**src/logic/clkGenPkg.sv**
```systemverilog
`default_nettype none

package clkGenPkg;

    // Bus widths
    localparam int CfgDataWidth  = 8;
    localparam int ReadDataWidth = 16;
    localparam int RegSelWidth   = 2;
    localparam int RegCount      = 1 << RegSelWidth;

    // Configuration word fields
    localparam int SelWidth     = 2;
    localparam int DivisorWidth = 14;

    // Source 0 is the clock itself and the rest come from tickIn
    localparam int SourceCount = 4;

    // Register codes in the low address bits
    localparam logic [RegSelWidth-1:0] RegLower  = 2'd0;
    localparam logic [RegSelWidth-1:0] RegUpper  = 2'd1;
    localparam logic [RegSelWidth-1:0] RegActive = 2'd2;
    localparam logic [RegSelWidth-1:0] RegStatus = 2'd3;

    typedef struct packed {
        logic [SelWidth-1:0]     sel;
        logic [DivisorWidth-1:0] divisor;
    } clkCfgFields_t;

    // Same word seen as readback data or as select/divisor
    typedef union packed {
        logic [ReadDataWidth-1:0] raw;
        clkCfgFields_t            fields;
    } clkCfgWord_t;

    // At least one channel index bit so the address never collapses
    function automatic int chanBits(input int numChannels);
        int bits;
        bits = (numChannels > 1) ? $clog2(numChannels) : 1;
        return bits;
    endfunction

endpackage

`default_nettype wire

```
**src/logic/clkCfgIf.sv**
```systemverilog
`default_nettype none

interface clkCfgIf import clkGenPkg::*; ();

    // Shadow word and its commit pulse
    clkCfgWord_t cfg;
    logic        commit;

    // Live state of the divider
    clkCfgWord_t activeCfg;
    logic        outLevel;

    modport regs (
        output cfg,
        output commit,
        input  activeCfg,
        input  outLevel
    );

    modport divider (
        input  cfg,
        input  commit,
        output activeCfg,
        output outLevel
    );

endinterface

`default_nettype wire

```
**src/logic/cfgBusDecoder.sv**
```systemverilog
`default_nettype none

module cfgBusDecoder import clkGenPkg::*; #(
    parameter int NumChannels = 2,
    localparam int ChanBits = chanBits(NumChannels),
    localparam int AddrWidth = ChanBits + RegSelWidth
) (
    input  wire                      cfgWrite,
    input  wire  [AddrWidth-1:0]     cfgAddr,
    input  wire  [ReadDataWidth-1:0] chanReadData [NumChannels][RegCount],
    output logic [NumChannels-1:0]   wrLower,
    output logic [NumChannels-1:0]   wrUpper,
    output logic [ReadDataWidth-1:0] cfgReadData
);

    logic [ChanBits-1:0]    chanIdx;
    logic [RegSelWidth-1:0] regCode;

    assign chanIdx = cfgAddr[AddrWidth-1:RegSelWidth];
    assign regCode = cfgAddr[RegSelWidth-1:0];

    // One strobe at most; unknown channels match no loop index
    always_comb begin
        wrLower = '0;
        wrUpper = '0;
        for (int ch = 0; ch < NumChannels; ch++) begin
            if (cfgWrite && (int'(chanIdx) == ch)) begin
                case (regCode)
                    RegLower: wrLower[ch] = 1'b1;
                    RegUpper: wrUpper[ch] = 1'b1;
                    default: begin
                        // Active and status are read only
                    end
                endcase
            end
        end
    end

    // Out of range channels read back as zero
    always_comb begin
        cfgReadData = '0;
        for (int ch = 0; ch < NumChannels; ch++) begin
            if (int'(chanIdx) == ch) begin
                cfgReadData = chanReadData[ch][regCode];
            end
        end
    end

endmodule

`default_nettype wire

```
**src/logic/clkCfgRegs.sv**
```systemverilog
`default_nettype none

module clkCfgRegs import clkGenPkg::*; (
    input  wire                      divided_clk_src,
    input  wire                      rst,
    input  wire                      wrLower,
    input  wire                      wrUpper,
    input  wire  [CfgDataWidth-1:0]  cfgWriteData,
    output logic [ReadDataWidth-1:0] readWords [RegCount],
    clkCfgIf.regs                    cfgBus
);

    logic [CfgDataWidth-1:0] shadowLower;
    logic [CfgDataWidth-1:0] shadowUpper;
    logic [1:0]              commitDelay;
    logic                    commitReg;
    logic                    commitPending;

    // Shadow halves
    always_ff @(posedge divided_clk_src) begin
        if (rst) begin
            shadowLower <= '0;
            shadowUpper <= '0;
        end else begin
            if (wrLower) begin
                shadowLower <= cfgWriteData;
            end
            if (wrUpper) begin
                shadowUpper <= cfgWriteData;
            end
        end
    end

    assign cfgBus.cfg.raw = {shadowUpper, shadowLower};

    // Submit delay lands the commit on the third edge after the upper write
    always_ff @(posedge divided_clk_src) begin
        if (rst) begin
            commitDelay <= '0;
            commitReg   <= 1'b0;
        end else begin
            commitDelay <= {commitDelay[0], wrUpper};
            commitReg   <= commitDelay[1];
        end
    end

    assign cfgBus.commit = commitReg;

    // Pending while either delay stage holds a write
    assign commitPending = |commitDelay;

    always_comb begin
        readWords[RegLower]     = cfgBus.cfg.raw;
        readWords[RegUpper]     = cfgBus.cfg.raw;
        readWords[RegActive]    = cfgBus.activeCfg.raw;
        readWords[RegStatus]    = '0;
        readWords[RegStatus][0] = cfgBus.outLevel;
        readWords[RegStatus][1] = commitPending;
    end

endmodule

`default_nettype wire

```
**src/logic/clkDivider.sv**
```systemverilog
`default_nettype none

module clkDivider import clkGenPkg::*; (
    input  wire                    divided_clk_src,
    input  wire                    rst,
    input  wire  [SourceCount-2:0] tickIn,
    output logic                   clkOut,
    clkCfgIf.divider               cfgBus
);

    clkCfgWord_t             activeCfg;
    logic [DivisorWidth-1:0] divCount;
    logic [SourceCount-1:0]  tickSources;
    logic                    tick;
    logic                    elapsed;
    logic                    outFF;

    // Active configuration
    always_ff @(posedge divided_clk_src) begin
        if (rst) begin
            activeCfg <= '0;
        end else if (cfgBus.commit) begin
            activeCfg <= cfgBus.cfg;
        end
    end

    // Source 0 ticks every cycle
    assign tickSources = {tickIn, 1'b1};
    assign tick        = tickSources[activeCfg.fields.sel];
    assign elapsed     = tick && (divCount == activeCfg.fields.divisor);

    // Division counter
    always_ff @(posedge divided_clk_src) begin
        if (rst || cfgBus.commit) begin
            divCount <= '0;
        end else if (elapsed) begin
            divCount <= '0;
        end else if (tick) begin
            divCount <= divCount + 1'b1;
        end
    end

    // One output half period per elapse
    always_ff @(posedge divided_clk_src) begin
        if (rst) begin
            outFF <= 1'b0;
        end else if (elapsed) begin
            outFF <= ~outFF;
        end
    end

    assign clkOut           = outFF;
    assign cfgBus.outLevel  = outFF;
    assign cfgBus.activeCfg = activeCfg;

endmodule

`default_nettype wire

```
**src/logic/ioClkGen.sv**
```systemverilog
`default_nettype none

module ioClkGen import clkGenPkg::*; #(
    parameter int NumChannels = 2,
    localparam int AddrWidth = chanBits(NumChannels) + RegSelWidth
) (
    input  wire                      divided_clk_src,
    input  wire                      rst,
    input  wire                      cfgWrite,
    input  wire  [AddrWidth-1:0]     cfgAddr,
    input  wire  [CfgDataWidth-1:0]  cfgWriteData,
    input  wire  [SourceCount-2:0]   tickIn,
    output logic [ReadDataWidth-1:0] cfgReadData,
    output logic [NumChannels-1:0]   clkOut
);

    logic [NumChannels-1:0]   wrLower;
    logic [NumChannels-1:0]   wrUpper;
    logic [ReadDataWidth-1:0] chanReadData [NumChannels][RegCount];

    cfgBusDecoder #(
        .NumChannels(NumChannels)
    ) busDecoder (
        .cfgWrite    (cfgWrite),
        .cfgAddr     (cfgAddr),
        .chanReadData(chanReadData),
        .wrLower     (wrLower),
        .wrUpper     (wrUpper),
        .cfgReadData (cfgReadData)
    );

    // One register block and divider per channel
    for (genvar ch = 0; ch < NumChannels; ch++) begin : gChannel
        clkCfgIf chanCfg ();

        clkCfgRegs cfgRegs (
            .divided_clk_src(divided_clk_src),
            .rst            (rst),
            .wrLower        (wrLower[ch]),
            .wrUpper        (wrUpper[ch]),
            .cfgWriteData   (cfgWriteData),
            .readWords      (chanReadData[ch]),
            .cfgBus         (chanCfg.regs)
        );

        clkDivider clkDiv (
            .divided_clk_src(divided_clk_src),
            .rst            (rst),
            .tickIn         (tickIn),
            .clkOut         (clkOut[ch]),
            .cfgBus         (chanCfg.divider)
        );
    end

endmodule

`default_nettype wire

```
**config.mk**
```make
export PLATFORM = sky130hd
export DESIGN_NAME = ioClkGen
export DESIGN_NICKNAME = d
export VERILOG_FILES = /design/src/logic/clkGenPkg.sv /design/src/logic/clkCfgIf.sv /design/src/logic/cfgBusDecoder.sv /design/src/logic/clkCfgRegs.sv /design/src/logic/clkDivider.sv /design/src/logic/ioClkGen.sv
export SDC_FILE = /design/constraint.sdc
export NUM_CORES = 1
export LEC_CHECK = 0
export ABC_AREA = 0
export BUFFER_PORTS_ARGS = -buffer_cell sky130_fd_sc_hd__buf_2
export CORE_ASPECT_RATIO = 1.75
export CORE_UTILIZATION = 50
export CTS_CLUSTER_SIZE = 16
export DETAILED_ROUTE_END_ITERATION = 10
export PLACE_DENSITY_LB_ADDON = 0.05
export RECOVER_POWER = 100
export SLEW_MARGIN = 40
export SYNTH_ARGS = -nofsm -noshare
export SYNTH_HDL_FRONTEND = slang
export SYNTH_HIERARCHICAL = 1
export SYNTH_SLANG_ARGS = --single-unit
```
**constraint.sdc**
```tcl
create_clock -name divided_clk_src -period 3.2 [get_ports divided_clk_src]
set_clock_uncertainty 0.15 [all_clocks]
set_input_delay 0.64 -clock divided_clk_src [delete_from_list [all_inputs] [get_ports divided_clk_src]]
set_output_delay 0.64 -clock divided_clk_src [all_outputs]
set_load 0.005 [all_outputs]
```
==> flow_metrics.env, run 1 <==
export IMPL_crit_path_end_kind="primary output"
export IMPL_slowest_stage="clkbuf_2"
export IMPL_clock_sinks=100
export IMPL_fin_crit_sh_pct=93.10
export IMPL_fp_row_count=53
export IMPL_path_cells="clkbuf_2, mux4_1, mux2_1, buf_2"
export IMPL_rsz0062_at_grt="no"
export IMPL_overflow=0
export IMPL_hold_violations=0
export IMPL_syn_inst=608
export IMPL_cp_num_cells=4
export IMPL_ir_drop_mv=0.2817
export IMPL_finalNetCount=548
export IMPL_crit_path_max_incr_delay_ps=630
export IMPL_die_area_um2=12890
export IMPL_status="finished, violations left"
export IMPL_cts_root_buffer_cell="clkbuf_16"
export IMPL_die_w_um=86.26
export IMPL_synth_adder_area_share_pct=0.4028
export IMPL_whs_ps=313.9
export IMPL_syn_mean_instance_area_um2=10.22
export IMPL_drtIter0Drc=134
export IMPL_grt_pass1_wl_um=19640
export IMPL_setup_tns_ps=0
export IMPL_layout_setup_ws_ps=220.7
export IMPL_drive_above_1_share_pct=15.17
export IMPL_finalInstanceArea_um2=5819
export IMPL_gp_congestion=0.8250
export IMPL_yosysMostFrequentCell="buf_4"
export IMPL_clk_pin_slew_ps=70
export IMPL_wirelength_um=12500
export IMPL_synth_compound_area_share_pct=1.692
export IMPL_critPathMaxFanout=36
export IMPL_synth_top_area_share_pct=32.23
export IMPL_required_ps=2410
export IMPL_critPathLaunch="cfgAddr[2]"
export IMPL_synthFlopType="dfxtp_1"
export IMPL_start_util_pct=51.47
export IMPL_path_delay_family="buffers and inverters"
export IMPL_die_y_um=149.5
export IMPL_first_pass_iters=4
export IMPL_worst_path_buf_inv=2
export IMPL_num_vias=3576
export IMPL_ys_seq_elements=100
export IMPL_synth_distinct_cells=33
export IMPL_pin_count=35
export IMPL_grtUsageTotal_pct=20.95
export IMPL_place_area_um2=5574
export IMPL_hold_class="reg2reg"
export IMPL_power_leakage_uw=0.002324
export IMPL_synth_area_leaders="dfxtp_1 (32%), buf_4 (16%), mux2i_1 (11%)"
export IMPL_final_fill_count=1210
export IMPL_synth_mux_area_share_pct=26.73
export IMPL_cts_resized=0
export IMPL_area_delta_synth_final_pct=-6.324
export IMPL_synth_largest_area_cell="dfxtp_1"
export IMPL_total_power_uw=2506
export IMPL_ff2ff_setup_slack_ps=640
export IMPL_async_reset_ff_share_pct=0
export IMPL_synth_commonest_cells="buf_4 (136), dfxtp_1 (100), nor2_1 (97), mux2i_1 (68), xor2_1 (44)"
export IMPL_num_antenna_cells=0
export IMPL_grt_max_degree=40
export IMPL_synth_seq_area_share_pct=32.23
export IMPL_hold_buffers=0
export IMPL_cts_tree="done"
export IMPL_coreArea_um2=12070
export IMPL_violations="max-capacitance violations, max-slew violations"
export IMPL_slew_viol_final=40
export IMPL_synth_edff_count=0
export IMPL_cp_endpoint="cfgReadData[8]"
export IMPL_p_per_area_nw_per_um2=430.5
export IMPL_wl_per_cell_um=17.89
export IMPL_crit_type="in2out"
export IMPL_ant_nets=0
export IMPL_r2r_cells=5
export IMPL_reg2reg_to="gChannel[1].clkDiv/divCount[4]"
export IMPL_post_cts_buffers=0
export IMPL_cp_arrival_ps=2190
export IMPL_dpl_hpwl_um=9302
export IMPL_synth_top_family_by_area="multiplexers"
export IMPL_synth_simple_area_share_pct=11.54
export IMPL_numPortBuffers=34
export IMPL_synthXorXnorAreaFrac_pct=7.613
export IMPL_yosys_warnings=6
export IMPL_place_ws_ps=274.7
export IMPL_synth_cell_area_um2=6212
export IMPL_period_needed_ps=2979
export IMPL_max_cap_viol_count=1
export IMPL_clk_latency_ps=340
export IMPL_r2r_start="gChannel[1].clkDiv/cfgBus.activeCfg[2]"
export IMPL_tightest_slew_ps=1764
export IMPL_relSlewSlack_pct=-17.59
export IMPL_fmax_mhz=335.6
export IMPL_viasPerCell=5.116
export IMPL_numCtsBuffers=9
export IMPL_cp_start_kind="input pin"
export IMPL_grt_pass1_vias=3542
export IMPL_setup_viol=0
export IMPL_antenna_found_initial=0
export IMPL_clk_path_buf_depth=2
export IMPL_h_tree_depth=3
export IMPL_drc=0
worst min path at each step:
| stage | start | end | slack [ps] | cells after the start |
|---|---|---|---|---|
| 2_1_floorplan | gChannel[0].cfgRegs/commitDelay[0] | gChannel[0].cfgRegs/commitDelay[1] | 280 | 1 |
| 3_3_place_gp | gChannel[0].cfgRegs/commitDelay[1] | gChannel[0].cfgRegs/cfgBus.commit | 290 | 1 |
| 3_5_place_dp | gChannel[1].cfgRegs/commitDelay[1] | gChannel[1].cfgRegs/cfgBus.commit | 310 | 1 |
| 4_1_cts | gChannel[1].cfgRegs/commitDelay[1] | gChannel[1].cfgRegs/cfgBus.commit | 320 | 1 |
| 5_1_grt | gChannel[1].cfgRegs/commitDelay[0] | gChannel[1].cfgRegs/commitDelay[1] | 340 | 1 |
| 6_report | gChannel[1].cfgRegs/commitDelay[1] | gChannel[1].cfgRegs/cfgBus.commit | 310 | 1 |
report_power, final:
| group | switching, uW | leakage (uW) | internal (uW) |
|---|---|---|---|
| registers | 10.8 | 0.000807 | 1260 |
| clock network | 462 | 0.000133 | 606 |
| logic | 90.1 | 0.00138 | 80.1 |
| total | 563 | 0.00232 | 1940 |
final cells by class:
type                    instances  area [um^2]  share of cell area (%)
clock buffers                  12        236.5                   4.064
clock inverters                 4        50.05                  0.8600
inverters                       2        7.507                  0.1290
multi-input cells             372         3083                   52.98
flip-flops and latches        100         2002                   34.40
well taps                     165        206.4                   3.548
repair buffers                 44        234.0                   4.021
layout by cell type (no fill, tap or decap), types with 2 or more instances in the layout:
cell | netlist | final
or2_2 | 2 | 2
clkinvlp_4 | 0 | 2
nor4_1 | 8 | 8
nand4_1 | 6 | 6
or3_1 | 2 | 2
buf_4 | 136 | 6
mux2_2 | 16 | 15
a21oi_1 | 2 | 2
clkbuf_16 | 0 | 9
and4_1 | 2 | 2
ha_1 | 2 | 2
nand3_1 | 14 | 14
nor2_1 | 97 | 97
clkbuf_1 | 4 | 16
mux4_1 | 21 | 21
nand2_1 | 17 | 17
conb_1 | 2 | 28
dfxtp_1 | 100 | 100
mux4_2 | 11 | 11
nor2b_1 | 6 | 6
o21ai_0 | 2 | 2
inv_1 | 2 | 2
o21ai_1 | 0 | 2
mux2i_1 | 68 | 68
xor2_1 | 44 | 44
buf_2 | 5 | 23
a21oi_2 | 2 | 2
xnor2_1 | 10 | 10
nor3b_2 | 2 | 3
a211oi_2 | 4 | 4
sequential cells by signal, indices dropped and copies added, names as in the netlist:
signal,flops
gChannel.cfgRegs/commitDelay,4
gChannel.cfgRegs/cfgBus.commit,2
gChannel.clkDiv/divCount,28
gChannel.clkDiv/cfgBus.activeCfg,32
gChannel.cfgRegs/shadowLower,16
gChannel.clkDiv/cfgBus.outLevel,2
gChannel.cfgRegs/shadowUpper,16
cells by family (layout without fill, tap and decap cells):
logic type,count (synthesis),in the layout
AO/OA/AOI/OAI,12,12
XOR/XNOR,54,54
adder cells (fa/ha/maj),2,2
buffers and inverters,162,62
flip-flops,100,100
multiplexers,116,116
other,2,28
AND/OR/NAND/NOR,160,160
per-layer routing:
metal / part of all wire [%] / wire length (um) / track usage (%)
met3: 2.4 / 304 / 3.696
met2: 53 / 6583 / 36.67
met4: 3.5 / 439 / 10.08
met1: 41 / 5174 / 24.38
met5: 0 / 0 / 0
metrics by stage:
stage          util [%]  std cells
2_1_floorplan         -        634
3_3_place_gp      46.18        683
3_5_place_dp      46.18        683
4_1_cts           48.56        699
5_1_grt           48.22        699
6_report          48.22        699
Note: power is estimated with default switching activity, not from simulation.
==> run 2: changes to the inputs <==
- CORE_MARGIN: not set -> 5
==> flow_metrics.env, run 2 (synthesis gave the netlist of run 1 again) <==
export IMPL_grt_max_degree=37
export IMPL_post_cts_buffers=0
export IMPL_ir_drop_mv=0.2861
export IMPL_die_w_um=94.26
export IMPL_cts_tree="done"
export IMPL_hold_buffers=0
export IMPL_finalNetCount=550
export IMPL_largest_register="gChannel.clkDiv/cfgBus.activeCfg"
export IMPL_crit_path_end_kind="primary output"
export IMPL_clk_path_buf_depth=2
export IMPL_r2r_start="gChannel[1].clkDiv/cfgBus.activeCfg[2]"
export IMPL_finalInstanceArea_um2=5844
export IMPL_drive_above_1_share_pct=14.39
export IMPL_period_needed_ps=2979
export IMPL_whs_ps=314.6
export IMPL_wirelength_um=12980
export IMPL_wl_per_cell_um=18.47
export IMPL_antenna_found_initial=1
export IMPL_coreArea_um2=12360
export IMPL_critPathMaxFanout=36
export IMPL_p_sw_share_pct=22.06
export IMPL_crit_type="in2out"
export IMPL_start_util_pct=50.24
export IMPL_ff2ff_setup_slack_ps=630
export IMPL_power_leakage_uw=0.002327
export IMPL_r2r_cells=5
export IMPL_relSlewSlack_pct=12.36
export IMPL_numCtsBuffers=9
export IMPL_p_comb_share_pct=6.5
export IMPL_num_vias=3617
export IMPL_layout_commonest_cell="dfxtp_1"
export IMPL_first_pass_iters=4
export IMPL_p_clk_share_pct=44.5
export IMPL_drc=0
export IMPL_crit_path_max_incr_delay_ps=640
export IMPL_setup_viol=0
export IMPL_ant_nets=0
export IMPL_setup_tns_ps=0
export IMPL_fmax_mhz=335.7
export IMPL_path_cells="clkbuf_2, mux4_1, mux2_1, buf_2"
export IMPL_grt_pass1_wl_um=20420
export IMPL_cp_start_kind="input pin"
export IMPL_required_ps=2410
export IMPL_max_cap_viol_count=0
export IMPL_tightest_slew_ps=1315
export IMPL_p_per_area_nw_per_um2=442.9
export IMPL_reg2reg_to="gChannel[1].clkDiv/divCount[3]"
export IMPL_worst_hold_startpoint="gChannel[1].cfgRegs/commitDelay[0]"
export IMPL_cp_arrival_ps=2190
export IMPL_layout_common_cells="dfxtp_1 (100), nor2_1 (97), mux2i_1 (68), xor2_1 (44), conb_1 (28)"
export IMPL_die_area_um2=14840
export IMPL_dpl_hpwl_um=9649
export IMPL_hold_violations=0
export IMPL_final_fill_count=1222
export IMPL_largest_reg_flops=32
export IMPL_total_power_uw=2588
export IMPL_grtUsageTotal_pct=18.60
export IMPL_pwr_share_seq_pct=49.0
export IMPL_hold_class="reg2reg"
export IMPL_gp_congestion=0.7484
export IMPL_clock_sinks=100
export IMPL_fp_row_count=54
export IMPL_clk_pin_slew_ps=70
export IMPL_top_regs="gChannel.clkDiv/cfgBus.activeCfg (32), gChannel.clkDiv/divCount (28)"
export IMPL_status="finished clean"
export IMPL_p_int_uw=2017
export IMPL_slew_viol_final=0
export IMPL_slowest_stage="clkbuf_2"
export IMPL_drtIter0Drc=120
export IMPL_grt_pass1_vias=3666
export IMPL_power_switching_uw=571.1
export IMPL_cts_resized=0
export IMPL_clk_latency_ps=350
export IMPL_cts_root_buffer_cell="clkbuf_16"
export IMPL_numPortBuffers=34
export IMPL_pin_count=35
export IMPL_whs_endpoint="gChannel[1].cfgRegs/commitDelay[1]"
export IMPL_overflow=0
export IMPL_die_y_um=157.5
export IMPL_area_delta_synth_final_pct=-5.921
export IMPL_place_area_um2=5588
export IMPL_fin_crit_sh_pct=93.09
export IMPL_rsz0062_at_grt="no"
export IMPL_num_antenna_cells=0
export IMPL_h_tree_depth=3
export IMPL_viasPerCell=5.145
export IMPL_worstHoldPathCells=1
==> run 2: layer usage <==
| metal | wire length (um) | vias to the layer above | GRT usage [%] |
|---|---|---|---|
| li1 | - | 1778 | - |
| met1 | 5182 | 1769 | 20.92 |
| met2 | 7050 | 48 | 34.11 |
| met3 | 420 | 20 | 3.874 |
| met4 | 315 | 2 | 6.680 |
| met5 | 11 | - | 0 |
==> run 2: worst max-delay path, delay by kind of cell <==
kind     cells  cell delay (ps)
buf+inv      2              780
mux          2              750
==> run 2: stage by stage <==
step	utilization, %	worst slack (ps)	instances
finish	47.27	221.2	703
global route	47.27	133.7	703
CTS	47.68	300.1	703
detailed placement	45.19	300.3	688
global placement	45.19	316.7	688
floorplan	-	707.0	634
==> run 2: power groups by stage <==
| stage | Sequential [uW] | Combinational (uW) | Clock [uW] |
|---|---|---|---|
| 2_1_floorplan | 1290 | 181 | 0 |
| 6_report | 1270 | 169 | 1150 |
| 3_5_place_dp | 1300 | 177 | 0 |
| 3_3_place_gp | 1300 | 175 | 0 |
| 4_1_cts | 1270 | 178 | 1190 |
| 5_1_grt | 1270 | 185 | 1240 |
==> run 2: worst max path at each step <==
| stage | startpoint | slack [ps] | end | cells past startpoint |
|---|---|---|---|---|
| after floorplan | cfgAddr[0] | 710 | cfgReadData[1] | 4 |
| after global placement | cfgAddr[2] | 320 | cfgReadData[3] | 4 |
| after detailed placement | cfgAddr[2] | 300 | cfgReadData[3] | 4 |
| after CTS | cfgAddr[2] | 300 | cfgReadData[3] | 4 |
| after global routing | cfgAddr[2] | 130 | cfgReadData[4] | 4 |
| final | cfgAddr[2] | 220 | cfgReadData[4] | 4 |
==> run 2: layout make-up <==
cell class	count	area [um^2]	area share (%)
multi-input combinational	372	3078	52.67
clock buffer	11	232.7	3.982
tap	168	210.2	3.597
timing repair buffer	46	239.0	4.089
clock inverter	4	75.07	1.285
inverter	2	7.507	0.1285
sequential	100	2002	34.25
==> run 3: changes to the inputs <==
- PLACE_DENSITY: not set -> 0.72
- PLACE_DENSITY_LB_ADDON: 0.05 -> not set
- RECOVER_POWER: 100 -> 50
==> flow_metrics.env, run 3 (synthesis gave the netlist of run 1 again) <==
export IMPL_grt_use_met1_pct=18.73
export IMPL_place_ws_ps=315.0
export IMPL_crit_path_end_kind="primary output"
export IMPL_die_area_um2=14840
export IMPL_critPathLaunch="cfgAddr[0]"
export IMPL_cts_resized=0
export IMPL_grt_busiest_layer="met2"
export IMPL_cp_start_kind="input pin"
export IMPL_num_antenna_cells=0
export IMPL_max_cap_viol_count=1
export IMPL_ant_nets=0
export IMPL_layout_commonest_cell="dfxtp_1"
export IMPL_wirelength_um=12310
export IMPL_clk_latency_ps=340
export IMPL_relSlewSlack_pct=-19.28
export IMPL_slew_viol_final=42
export IMPL_wl_per_cell_um=17.51
export IMPL_layout_setup_ws_ps=323.8
export IMPL_grt_pass1_wl_um=19780
export IMPL_fin_crit_sh_pct=89.88
export IMPL_post_cts_buffers=0
export IMPL_largest_reg_flops=32
export IMPL_gp_congestion=0.8345
export IMPL_pin_count=35
export IMPL_overflow=0
export IMPL_violations="max-capacitance violations, max-slew violations"
export IMPL_power_leakage_uw=0.002369
export IMPL_drc=0
export IMPL_finalNetCount=549
export IMPL_cts_tree="done"
export IMPL_grt_pass1_vias=3844
export IMPL_clock_sinks=100
export IMPL_layout_common_cells="dfxtp_1 (100), nor2_1 (97), mux2i_1 (68), xor2_1 (44), buf_2 (31)"
export IMPL_r2r_start="gChannel[1].clkDiv/cfgBus.activeCfg[15]"
export IMPL_tightest_slew_ps=1789
export IMPL_grtUsageMet2_pct=31.98
export IMPL_required_ps=2410
export IMPL_area_delta_synth_final_pct=-5.599
export IMPL_hold_class="reg2reg"
export IMPL_whs_ps=313.1
export IMPL_rsz0062_at_grt="no"
export IMPL_largest_register="gChannel.clkDiv/cfgBus.activeCfg"
export IMPL_status="finished, violations left"
export IMPL_grt_max_degree=42
export IMPL_crit_type="in2out"
export IMPL_setup_tns_ps=0
export IMPL_final_fill_count=1135
export IMPL_fp_row_count=54
export IMPL_p_per_area_nw_per_um2=440.9
export IMPL_clk_pin_slew_ps=70
export IMPL_ir_drop_mv=0.2076
export IMPL_first_pass_iters=4
export IMPL_period_needed_ps=2876
export IMPL_hold_violations=0
export IMPL_utilization_pct=47.43
export IMPL_cp_arrival_ps=2090
export IMPL_grtUsageTotal_pct=17.53
export IMPL_critPathMaxFanout=19
export IMPL_drive_above_1_share_pct=17.01
export IMPL_grtUsageMet3_pct=3.204
export IMPL_antenna_found_initial=0
export IMPL_drtIter0Drc=305
export IMPL_die_w_um=94.26
export IMPL_dpl_hpwl_um=9347
export IMPL_coreArea_um2=12360
export IMPL_viasPerCell=5.222
export IMPL_fmax_mhz=347.7
export IMPL_cts_root_buffer_cell="clkbuf_16"
export IMPL_die_y_um=157.5
export IMPL_setup_viol=0
export IMPL_numCtsBuffers=9
export IMPL_h_tree_depth=3
export IMPL_worst_hold_startpoint="gChannel[1].cfgRegs/commitDelay[0]"
export IMPL_start_util_pct=50.24
export IMPL_clk_path_buf_depth=2
export IMPL_total_power_uw=2585
export IMPL_numPortBuffers=34
export IMPL_top_regs="gChannel.clkDiv/cfgBus.activeCfg (32), gChannel.clkDiv/divCount (28)"
export IMPL_num_vias=3671
export IMPL_hold_buffers=0
## run 3: cell types whose count changed in the layout (fill, tap and decap cells not counted), sizes merged
cell / previous run / this run
clkbuf: 29 / 18
buf: 28 / 37
clkinv: 0 / 2
clkinvlp: 2 / 1
inv: 2 / 3
## run 3: final timing paths
| check | end | cells past startpoint | slack (ps) |
|---|---|---|---|
| worst max register to register | gChannel[1].clkDiv/divCount[9] | 5 | 950 |
| worst max-delay path | cfgReadData[10] | 5 | 320 |
| worst min-delay path | gChannel[1].cfgRegs/commitDelay[1] | 1 | 310 |
| worst min register to register | gChannel[1].cfgRegs/commitDelay[1] | 1 | 310 |
## run 3: area by class of cell
class	count	area, um^2	share of cell area (%)
sequential	100	2002	34.14
clock buffer	10	229.0	3.904
tap	168	210.2	3.584
inverter	2	7.507	0.1280
timing repair buffer	45	242.7	4.139
multi-input combinational	372	3087	52.63
clock inverter	6	86.33	1.472
## run 3: per-layer routing
layer | up-vias | wire length [um]
met1 | 1783 | 4557
met5 | - | 0
met3 | 29 | 437
li1 | 1774 | -
met4 | 0 | 546
met2 | 85 | 6769
## run 3: metrics by stage
stage | cell area, um^2 | instances
global placement | 5575 | 687
floorplan | 6310 | 634
finish | 5864 | 703
detailed placement | 5575 | 687
global route | 5864 | 703
CTS | 5891 | 703
## run 3: where the power goes
group	internal (uW)	switching, uW	total (uW)
sequential	1260	11.4	1270
combinational	81.4	90.2	172
clock	685	461	1150
## run 3: worst max-delay path: stages
cell and delay, ps:
buf_2 220, buf_12 220, mux4_1 580, mux2_2 290, buf_2 130
